$ cat src/common/ps2_pkg.sv
package ps2_pkg;

    // ps2 frame layout: start, 8 data bits lsb first, odd parity, stop
    localparam int PS2_DATA_BITS  = 8;
    localparam int PS2_FRAME_BITS = 11;                  // falling edges of kbd_clk per frame
    localparam int PS2_START_POS  = 0;                   // start bit, must be 0
    localparam int PS2_PARITY_POS = PS2_DATA_BITS + 1;   // odd parity over the data bits
    localparam int PS2_STOP_POS   = PS2_FRAME_BITS - 1;  // stop bit, must be 1

    // receive queue toward the core
    localparam int FIFO_DEPTH = 4;
    localparam int FIFO_PTR_W = $clog2(FIFO_DEPTH);

    // core_clk cycles with no kbd_clk falling edge before a partial frame is dropped
    // (a full kbd_clk period is far shorter than this)
    localparam int IDLE_LIMIT = 200;

    // flops on each ps2 line when crossing into core_clk
    localparam int SYNC_STAGES = 2;

    // one scan-code byte as seen by the core
    typedef logic [PS2_DATA_BITS-1:0] ps2_byte_t;

    // result of one complete frame
    typedef struct packed {
        ps2_byte_t data;         // assembled byte
        logic      parity_err;   // even count of ones over data + parity
        logic      framing_err;  // start bit high or stop bit low
    } ps2_frame_t;

endpackage
$ cat src/design/ps2_kbd_ctrl.sv
`timescale 1ns/10ps

module ps2_kbd_ctrl (
    // keyboard side
    input  logic              kbd_clk,
    input  logic              data_in_kc,
    // core side
    input  logic              core_clk,
    input  logic              rst,
    input  logic              core_read_en,  // read strobe
    output ps2_pkg::ps2_byte_t data_out_cc,
    output logic              valid_cc,      // byte taken this cycle
    output logic              error,         // bad frame pulse
    // control / status
    output logic              data_ready,    // at least one byte queued
    input  logic              scanf_en       // allow bytes into the queue
);
    import ps2_pkg::*;

    logic       bit_stb;
    logic       bit_val;
    logic       frame_done;
    ps2_frame_t frame;
    logic       frame_bad;
    logic       push;
    logic       fifo_full;
    logic       fifo_empty;

    ps2_line_sync ps2_line_sync_i (
        .core_clk   (core_clk),
        .rst        (rst),
        .kbd_clk    (kbd_clk),
        .data_in_kc (data_in_kc),
        .bit_stb    (bit_stb),
        .bit_val    (bit_val)
    );

    ps2_frame_rx ps2_frame_rx_i (
        .core_clk   (core_clk),
        .rst        (rst),
        .bit_stb    (bit_stb),
        .bit_val    (bit_val),
        .frame_done (frame_done),
        .frame      (frame)
    );

    assign frame_bad = frame.parity_err | frame.framing_err;
    // good byte goes in only when enabled and there is room, otherwise dropped
    assign push      = frame_done & ~frame_bad & scanf_en & ~fifo_full;
    assign error     = frame_done & frame_bad;  // reported even with scanf_en low

    ps2_byte_fifo ps2_byte_fifo_i (
        .core_clk  (core_clk),
        .rst       (rst),
        .push      (push),
        .push_data (frame.data),
        .pop       (core_read_en),
        .pop_data  (data_out_cc),
        .full      (fifo_full),
        .empty     (fifo_empty)
    );

    assign data_ready = ~fifo_empty;
    assign valid_cc   = ~fifo_empty & core_read_en;  // empty reads are ignored

endmodule

$ cat src/design/ps2_byte_fifo.sv
`timescale 1ns/10ps

module ps2_byte_fifo (
    input  logic              core_clk,
    input  logic              rst,
    input  logic              push,       // caller guarantees not full
    input  ps2_pkg::ps2_byte_t push_data,
    input  logic              pop,        // ignored while empty
    output ps2_pkg::ps2_byte_t pop_data,  // head, shown ahead of pop
    output logic              full,
    output logic              empty
);
    import ps2_pkg::*;

    ps2_byte_t               mem [FIFO_DEPTH];  // storage, no reset needed
    logic [FIFO_PTR_W-1:0]   wr_ptr;
    logic [FIFO_PTR_W-1:0]   rd_ptr;
    logic [FIFO_PTR_W:0]     count;             // 0 .. FIFO_DEPTH
    logic                    pop_ok;

    assign pop_ok   = pop & ~empty;
    assign full     = (count == FIFO_DEPTH);
    assign empty    = (count == '0);
    assign pop_data = mem[rd_ptr];  // zero latency read

    // write side
    always_ff @(posedge core_clk) begin
        if (push) begin
            mem[wr_ptr] <= push_data;
        end
    end

    // pointers wrap on their own, depth is a power of two
    always_ff @(posedge core_clk) begin
        if (rst) begin
            wr_ptr <= '0;
            rd_ptr <= '0;
        end else begin
            if (push) begin
                wr_ptr <= wr_ptr + 1'b1;
            end
            if (pop_ok) begin
                rd_ptr <= rd_ptr + 1'b1;
            end
        end
    end

    // occupancy
    always_ff @(posedge core_clk) begin
        if (rst) begin
            count <= '0;
        end else begin
            case ({push, pop_ok})
                2'b10:   count <= count + 1'b1;
                2'b01:   count <= count - 1'b1;
                default: count <= count;  // idle, or push and pop together
            endcase
        end
    end

endmodule

$ cat src/ps2_rx/ps2_frame_rx.sv
`timescale 1ns/10ps

module ps2_frame_rx (
    input  logic               core_clk,
    input  logic               rst,
    input  logic               bit_stb,     // one strobe per received bit
    input  logic               bit_val,     // the bit itself
    output logic               frame_done,  // one cycle after the stop bit
    output ps2_pkg::ps2_frame_t frame       // valid while frame_done is high
);
    import ps2_pkg::*;

    logic [$clog2(PS2_FRAME_BITS)-1:0] bit_cnt;   // position within the frame
    logic [$clog2(IDLE_LIMIT+1)-1:0]   idle_cnt;  // cycles since last bit in a partial frame
    ps2_byte_t                         data_sr;   // data bits, lsb arrives first
    logic                              start_bit;
    logic                              parity_acc; // xor of data and parity bits
    logic                              last_bit;
    logic                              idle_expired;

    assign last_bit     = (bit_cnt == PS2_STOP_POS);
    assign idle_expired = (idle_cnt == IDLE_LIMIT - 1);

    // control: bit position, stall timeout and done strobe
    always_ff @(posedge core_clk) begin
        if (rst) begin
            bit_cnt    <= '0;
            idle_cnt   <= '0;
            frame_done <= 1'b0;
        end else begin
            frame_done <= 1'b0;  // pulse only
            if (bit_stb) begin
                idle_cnt <= '0;  // any edge restarts the stall timer
                if (last_bit) begin
                    bit_cnt    <= '0;
                    frame_done <= 1'b1;
                end else begin
                    bit_cnt <= bit_cnt + 1'b1;
                end
            end else if (bit_cnt != '0) begin
                // mid-frame with no edge: count toward the idle limit
                if (idle_expired) begin
                    // keyboard went quiet, drop the partial frame silently
                    // so the next start bit is taken as bit 0
                    bit_cnt  <= '0;
                    idle_cnt <= '0;
                end else begin
                    idle_cnt <= idle_cnt + 1'b1;
                end
            end
        end
    end

    // payload: shift, parity and check results
    always_ff @(posedge core_clk) begin
        if (bit_stb) begin
            if (bit_cnt == PS2_START_POS) begin
                start_bit  <= bit_val;
                parity_acc <= 1'b0;  // fresh frame
            end else if (bit_cnt < PS2_PARITY_POS) begin
                data_sr    <= {bit_val, data_sr[PS2_DATA_BITS-1:1]};  // lsb first
                parity_acc <= parity_acc ^ bit_val;
            end else if (bit_cnt == PS2_PARITY_POS) begin
                parity_acc <= parity_acc ^ bit_val;  // odd parity -> acc ends at 1
            end else begin
                // stop bit: publish the frame alongside frame_done
                frame.data        <= data_sr;
                frame.parity_err  <= ~parity_acc;
                frame.framing_err <= start_bit | ~bit_val;
            end
        end
    end

endmodule

$ cat src/ps2_rx/ps2_line_sync.sv
`timescale 1ns/10ps

module ps2_line_sync (
    input  logic core_clk,
    input  logic rst,
    input  logic kbd_clk,     // keyboard clock, async to core_clk
    input  logic data_in_kc,  // keyboard data, async to core_clk
    output logic bit_stb,     // one cycle per kbd_clk falling edge
    output logic bit_val      // data line value at that edge
);
    import ps2_pkg::*;

    logic [SYNC_STAGES-1:0] clk_sync;  // kbd_clk synchronizer chain
    logic [SYNC_STAGES-1:0] dat_sync;  // data_in_kc synchronizer chain
    logic                   clk_prev;  // last synchronized kbd_clk, for edge detect
    logic                   clk_fall;

    // both lines share the same depth so the data bit lines up with its clock edge
    assign clk_fall = clk_prev & ~clk_sync[SYNC_STAGES-1];

    always_ff @(posedge core_clk) begin
        if (rst) begin
            clk_sync <= '1;     // bus idles high
            dat_sync <= '1;
            clk_prev <= 1'b1;
            bit_stb  <= 1'b0;
            bit_val  <= 1'b1;
        end else begin
            clk_sync <= {clk_sync[SYNC_STAGES-2:0], kbd_clk};
            dat_sync <= {dat_sync[SYNC_STAGES-2:0], data_in_kc};
            clk_prev <= clk_sync[SYNC_STAGES-1];
            // registered strobe, lands SYNC_STAGES+1 cycles after the edge
            bit_stb  <= clk_fall;
            bit_val  <= dat_sync[SYNC_STAGES-1];  // sampled at the same instant as the edge
        end
    end

endmodule

$ cat config.mk
export PLATFORM = sky130hd
export DESIGN_NAME = ps2_kbd_ctrl
export DESIGN_NICKNAME = d
export VERILOG_FILES = /design/src/common/ps2_pkg.sv /design/src/design/ps2_kbd_ctrl.sv /design/src/design/ps2_byte_fifo.sv /design/src/ps2_rx/ps2_frame_rx.sv /design/src/ps2_rx/ps2_line_sync.sv
export SDC_FILE = /design/constraint.sdc
export NUM_CORES = 1
export LEC_CHECK = 0
export ABC_AREA = 1
export BUFFER_PORTS_ARGS = -buffer_cell sky130_fd_sc_hd__buf_2
export CAP_MARGIN = 10
export CORE_MARGIN = 2
export CORE_UTILIZATION = 60
export DETAILED_ROUTE_END_ITERATION = 10
export PLACE_DENSITY = 0.77
export SYNTH_ARGS = -nofsm -noshare
export SYNTH_HDL_FRONTEND = slang
export SYNTH_SLANG_ARGS = --single-unit
$ cat constraint.sdc
create_clock -name core_clk -period 2.7 [get_ports core_clk]
set_input_delay 0.54 -clock core_clk [delete_from_list [all_inputs] [get_ports core_clk]]
set_output_delay 0.54 -clock core_clk [all_outputs]
set_load 0.005 [all_outputs]
==> results of run 1 <==
-- sequential cells by signal, indices dropped and copies added, names as in the netlist, named ones only --
register / flops
ps2_line_sync_i.bit_stb: 1
ps2_frame_rx_i.idle_cnt: 8
ps2_frame_rx_i.parity_acc: 1
ps2_frame_rx_i.data_sr: 8
ps2_byte_fifo_i.rd_ptr: 2
ps2_frame_rx_i.start_bit: 1
ps2_frame_rx_i.frame: 10
ps2_line_sync_i.bit_val: 1
ps2_line_sync_i.clk_sync: 2
ps2_byte_fifo_i.mem: 32
ps2_frame_rx_i.frame_done: 1
ps2_line_sync_i.dat_sync: 2
ps2_byte_fifo_i.wr_ptr: 2
ps2_line_sync_i.clk_prev: 1
ps2_byte_fifo_i.count: 3
ps2_frame_rx_i.bit_cnt: 4
-- cell families after synthesis --
family	synth area share
simple gates	0.1633
flops	0.6641
compound gates	0.07836
buf+inv	0.05392
fa+ha+maj	0.02948
xor+xnor	0.01086
-- synthesized netlist by cell type, drive strengths merged --
cell type | number | area share
o21a | 1 | 0.0023
dfxtp | 29 | 0.18
buf | 4 | 0.011
inv | 37 | 0.043
a31oi | 1 | 0.0019
o22ai | 8 | 0.016
xor2 | 4 | 0.011
nand2 | 32 | 0.043
nand4 | 4 | 0.0097
nor2 | 47 | 0.061
a21oi | 13 | 0.021
nand3 | 17 | 0.032
or2 | 7 | 0.014
nor3 | 2 | 0.0047
o21ai | 24 | 0.037
fa | 1 | 0.0062
ha | 6 | 0.023
edfxtp | 52 | 0.48
-- path summary, 6_finish.rpt --
kind                                          start                                      to  slack (ns)  cells past startpoint
max                                            flop                          data_out_cc[3]        0.52                      5
min                                      data_in_kc  ps2_line_sync_i.dat_sync[0]$_SDFF_PP1_        0.38                      2
min reg2reg  ps2_line_sync_i.dat_sync[0]$_SDFF_PP1_  ps2_line_sync_i.dat_sync[1]$_SDFF_PP1_        0.42                      1
max reg2reg   ps2_byte_fifo_i.count[0]$_SDFFE_PP0P_   ps2_byte_fifo_i.count[2]$_SDFFE_PP0P_        0.72                     10
-- where the power goes --
part           leakage (nW)  internal (mW)  total, mW  switching, mW
combinational         0.548         0.0563      0.149         0.0929
clock                0.0943          0.340      0.776          0.435
sequential            0.702           1.32       1.33         0.0105
-- layout make-up --
class,count,share of cell area
Sequential cell,81,0.5986
Multi-Input combinational cell,167,0.2542
Timing Repair Buffer,22,0.03497
Inverter,37,0.03881
Tap cell,70,0.02448
Clock buffer,9,0.03462
Clock inverter,7,0.01434
-- layer usage --
layer / vias to the layer above / wire length [µm] / track usage
li1: 1033 / - / -
met1: 885 / 2245 / 0.2193
met2: 36 / 2201 / 0.2922
met3: 9 / 186 / 0.04235
met4: 0 / 81 / 0.08393
met5: - / 0 / 0
-- worst max-delay path: cells and delay by family (launching register included) --
family	cells	cell delay (ns)
buffers and inverters	3	0.68
flip-flops	1	0.31
AO/OA/AOI/OAI	2	0.30
-- stage by stage --
step	setup slack (ns)	cell area, µm²
floorplan	0.7962	3226
global placement	0.6314	3403
detailed placement	0.5719	3403
CTS	0.5289	3578
global route	0.3803	3578
finish	0.5200	3578
-- placed cells by master, fill, tap and decap left out, drive strengths merged, types with 8 or more instances in the layout --
cell type,netlist,final
buf,4,22
clkbuf,0,9
a21oi,13,13
o22ai,8,8
dfxtp,29,29
edfxtp,52,52
nand3,17,17
nor2,47,47
o21ai,24,24
inv,37,40
nand2,32,32
==> out/qor.csv, run 1 <==
metric;value;unit
status;finished clean;
Yosys cell types;30;
# IOs;17;
Net count, final;331;
RSZ-0062 raised after global routing;no;
Syn Std Cell Area;3226;µm²
VDD IR max;0.4584;mV
largest net degree at the start of global routing;18;
fillers;384;
final WL;4714;µm
crit end category;output port;
total power draw;2.254;mW
initial antenna violation count;0;
kind of start point of the critical path;flop;
PostCTS Resize Cnt;0;
Area Overhead vs Synth;10.94;%
Reg area;2142;µm²
Hold Worst Slack;0.3754;ns
CTS Buffer Depth;2;
PwrDens;630.0;nW/µm²
Slew Viols, Final;0;
first-pass GRT wire length;8155;µm
worst skew pair latency;0.34;ns
Rows;26;
Pre-antenna DRT Iters;4;
max-cap viol count;0;
endpoints failing setup;0;
Routed WL per cell;11.99;µm
die height;77.32;µm
post-synthesis sequential area ratio;0.6641;
Worst Skew;0.009645;ns
Root Buffer;clkbuf_8;
Chip Width;77.32;µm
routed vias;1963;
WP data required;2.16;ns
setup TNS;0;ns
Leak;1.344;nW
initial drt markers;106;
CP Class;reg2out;
Avg Cell Area, Syn;11.16;µm²
clock-pin slew of the registers on the worst-case setup and hold paths;0.08;ns
fin crit share;0.8074;
Setup Fix Bufs, Post-CTS;0;
Mapped Cells;289;
DR vias/cell;4.995;
Yosys warning count;0;
Hold Vio Cnt, Final;0;
clock period minus worst slack;2.180;ns
Die Area;5978;µm²
worst-path cell chain;buf_4 > inv_1 > o21ai_0 > o22ai_1 > buf_2;
Port Buffers;16;
Finished Layout Cells;393;
number of global-route vias before repair;1862;
Hold Crit Class;in2reg;
share of cells above drive strength 1;0.1734;
clk sinks;81;
Remaining DRCs;0;
Fmax;458.7;MHz
Net Count, Synth;302;
Rel. slew slack;0.5971;
Final Util;0.6962;
CTS hold repair buffers;0;
grt ovf;0;
H-Tree Depth;3;
Core Area;5140;µm²
dpl hpwl;3173;µm
GP Congestion;0.7849;
Max stage delay cell, worst path;inv_1;
Worst Tran Pin Value;0.6022;ns
CTS tree;built;
largest stage delay on the critical path;0.36;ns
Post-DRT Antenna Nets;0;
CP arrival;1.64;ns
Total GRT Usage;0.1768;
initial core utilization;0.6276;
Critical Path Fanout Max;17;
Multi-input gate area;909.6;µm²
Antenna Cells;0;
dpl cells;377;
CTS buffer count;9;
#FFs+latches synth;81;
(Power assumes the default switching activity.)
==> run 2: changes to the inputs <==
ABC_AREA = 0   (was 1)
CORE_UTILIZATION = 59   (was 60)
PLACE_DENSITY = 0.76   (was 0.77)
clock period = 2.05 ns   (was 2.7 ns; I/O delays follow)
==> run 2 against run 1 <==
  * Clock skew down 0.0012 ns
  * Clock power is 28% higher
  * Routed wire length is 3.2% higher
  * Flip-flop and latch count unchanged
  * Global-route usage rose by 0.091 points
  * Clock-buffer cell count rose by 4
  * Critical endpoint is now ps2_byte_fifo_i.count[2]$_SDFFE_PP0P_
  * Critical path depth increased by 3
  * Power grew 22%
  * Largest power group unchanged
  * Critical path type is now reg2reg
  * Worst setup slack got worse by 0.45 ns
  * Area after synthesis fell by 3.5%
==> out/qor.csv, run 2 <==
metric;value;unit;change
status;finished clean;;unchanged
Net count, final;257;;was 331
PwrDens;774.6;nW/µm²;was 630.0 nW/µm²
Fmax;504.7;MHz;
Slew Viols, Final;0;;unchanged
first-pass GRT wire length;7845;µm;was 8155 µm
post-synthesis sequential area ratio;0.6878;;was 0.6641
Total GRT Usage;0.1777;;was 0.1768
grt ovf;0;;unchanged
Post-DRT Antenna Nets;0;;unchanged
CP arrival;2.24;ns;was 1.64 ns
switching part of the total;0.1989;;was 0.2389
initial antenna violation count;0;;unchanged
worst setup margin;0.06876;ns;was 0.5200 ns
Placed Area;3359;µm²;was 3403 µm²
fin crit share;0.9665;;
CTS buffer count;9;;unchanged
max-cap viol count;0;;unchanged
kind of start point of the critical path;flop;;unchanged
Yosys cell types;36;;was 30
Remaining DRCs;0;;unchanged
H-Tree Depth;3;;unchanged
Chip Width;76.65;µm;was 77.32 µm
initial core utilization;0.6098;;was 0.6276
Yosys warning count;0;;unchanged
Worst Tran Pin Value;1.110;ns;was 0.6022 ns
Avg Cell Area, Syn;14.97;µm²;was 11.16 µm²
clock period minus worst slack;1.981;ns;
CTS Buffer Depth;2;;unchanged
Hold Crit Class;in2reg;;unchanged
Rel. slew slack;0.2541;;was 0.5971
number of global-route vias before repair;1645;;was 1862
Die Area;5875;µm²;was 5978 µm²
CP Class;reg2reg;;was reg2out
reg2reg path depth;8;;was 10
Antenna Cells;0;;unchanged
Finished Layout Cells;319;;was 393
final WL;4865;µm;was 4714 µm
share of cells above drive strength 1;0.2851;;was 0.1734
dpl hpwl;3285;µm;was 3173 µm
Yosys top cell by area;edfxtp_1;;unchanged
Root Buffer;clkbuf_8;;unchanged
worst skew pair latency;0.34;ns;about the same
Area Overhead vs Synth;14.38;%;was 10.94%
design area;3562;µm²;was 3578 µm²
Port Buffers;16;;unchanged
Syn Std Cell Area;3114;µm²;was 3226 µm²
CTS tree;built;;unchanged
Leak;1.215;nW;was 1.344 nW
die height;76.65;µm;was 77.32 µm
endpoints failing setup;0;;unchanged
Sequential Power Share;0.625;;was 0.590
largest net degree at the start of global routing;19;;was 18
Rows;26;;unchanged
Worst Skew;0.008487;ns;was 0.009645 ns
Hold Vio Cnt, Final;0;;unchanged
Routed WL per cell;15.25;µm;was 11.99 µm
most frequent cell after synthesis;edfxtp_1;;unchanged
Pint;2.210;mW;was 1.716 mW
crit end category;flop;;was output port
hold depth;2;;unchanged
DR vias/cell;5.292;;was 4.995
Pre-antenna DRT Iters;4;;unchanged
most frequent cells in the layout;edfxtp_1 (52), dfxtp_1 (25), nor2_1 (18);;was edfxtp_1 (52), nor2_1 (43), inv_1 (37)
clock-pin slew of the registers on the worst-case setup and hold paths;0.07;ns;was 0.08 ns
dpl cells;302;;was 377
Post-synth EDFFs;52;;unchanged
WP data required;2.31;ns;was 2.16 ns
Critical Path Fanout Max;4;;was 17
commonest cells in the netlist;edfxtp_1 (52), dfxtp_1 (29), nor2_1 (19);;was edfxtp_1 (52), nor2_1 (43), inv_1 (37)
max reg flops;32;;unchanged
routed vias;1688;;was 1963
initial drt markers;94;;was 106
#FFs+latches synth;81;;unchanged
CTS hold repair buffers;0;;unchanged
# IOs;17;;unchanged
Largest regs;ps2_byte_fifo_i.mem: 32 flops, ps2_frame_rx_i.frame: 10 flops;;unchanged
fillers;362;;was 384
net switching power figure;0.5487;mW;was 0.5386 mW
clk sinks;81;;unchanged
ys async rst share;0;;unchanged
VDD IR max;0.5025;mV;was 0.4584 mV
top cell type's share of synthesized area;0.5014;;was 0.4841
combinational share of power;0.014;;was 0.066
ys flop type;edfxtp_1;;unchanged
Clock Power Share;0.360;;was 0.344
Core Area;5107;µm²;was 5140 µm²
most flop-heavy register;ps2_byte_fifo_i.mem;;unchanged
Net Count, Synth;221;;was 302
most common cell after layout, fill and taps aside;edfxtp_1;;unchanged
Mapped Cells;208;;was 289
GP Congestion;0.8251;;was 0.7849
Hold Worst Slack;0.2577;ns;was 0.3754 ns
Place WS;-0.06449;ns;was 0.5719 ns
Synth area leaders;edfxtp_1 (50%), dfxtp_1 (19%), mux4_2 (5.8%);;was edfxtp_1 (48%), dfxtp_1 (18%), nor2_1 (5.0%)
## run 2: cell count changes after synthesis, moves of 3 or more
cell     before  now
o22ai_1       8    3
xnor2_1       0    8
inv_1        37   14
nor2_1       43   19
o21ai_0      22    3
nand4_1       3    0
nand2_1      29    7
nor3_1        1    7
or3_1         0    3
a21oi_1      12    3
and2_1        0    6
nand3_1      15    3
mux4_2        0    8
## run 2: routing by layer
| metal | global-route usage | wire length, µm | vias up |
|---|---|---|---|
| li1 | - | - | 820 |
| met1 | 0.1992 | 2023 | 820 |
| met2 | 0.3283 | 2606 | 34 |
| met3 | 0.03176 | 131 | 14 |
| met4 | 0.08182 | 104 | 0 |
| met5 | 0 | 0 | - |
## run 2: worst paths after layout
path	start	end	slack (ns)
worst max-delay path	ps2_byte_fifo_i.count[0]$_SDFFE_PP0P_	ps2_byte_fifo_i.count[2]$_SDFFE_PP0P_	0.07
worst min-delay path	kbd_clk	ps2_line_sync_i.clk_sync[0]$_SDFF_PP1_	0.26
worst max register to register	ps2_byte_fifo_i.count[0]$_SDFFE_PP0P_	ps2_byte_fifo_i.count[2]$_SDFFE_PP0P_	0.07
worst min register to register	ps2_line_sync_i.clk_prev$_SDFF_PP1_	ps2_line_sync_i.bit_stb$_SDFF_PP0_	0.41
## run 2: final cells by class
class,instances,area [µm²],share of cell area
sequential,81,2150,0.6034
tap,70,87.58,0.02459
timing repair buffer,31,192.7,0.05409
multi-input combinational,107,913.4,0.2564
clock inverter,3,17.52,0.004917
inverter,14,52.55,0.01475
clock buffer,13,148.9,0.04180
## run 2: power groups by stage
stage / Sequential, mW / Clock [mW] / Combinational [mW]
after floorplan: 1.76 / 0 / 0.0250
final: 1.73 / 0.994 / 0.0400
after global routing: 1.73 / 1.07 / 0.0445
after detailed placement: 1.76 / 0 / 0.0398
after CTS: 1.73 / 1.00 / 0.0405
after global placement: 1.76 / 0 / 0.0388
## run 2: critical path, stage by stage (launching register included)
cell and delay, ns:
dfxtp_2 0.35, buf_4 0.14, o31a_1 0.16, ha_2 0.18, inv_1 0.06, fa_2 0.38, xor2_1 0.15, or3_4 0.34
a21oi_2 0.15
## run 2: through the flow
stage	power [mW]	utilization	setup TNS, ns
floorplan	1.787	-	0
global placement	1.802	0.6578	0
detailed placement	1.804	0.6578	-0.06449
CTS	2.771	0.6918	0
global route	2.835	0.6975	-0.01008
finish	2.759	0.6975	0
## run 2: cells by family after synthesis
logic type      count (synthesis)  synth area share
simple gates                   57           0.09683
fa+ha+maj                       7           0.03053
buf+inv                        20           0.02571
mux                            10           0.06428
flops                          81            0.6878
compound gates                 20           0.05826
xor+xnor                       13           0.03656
## run 2: timing repair
item	CTS	global route
resized for setup	3	8
buffers inserted	0	1
pin swaps	0	3
endpoints found under the setup margin	1	1
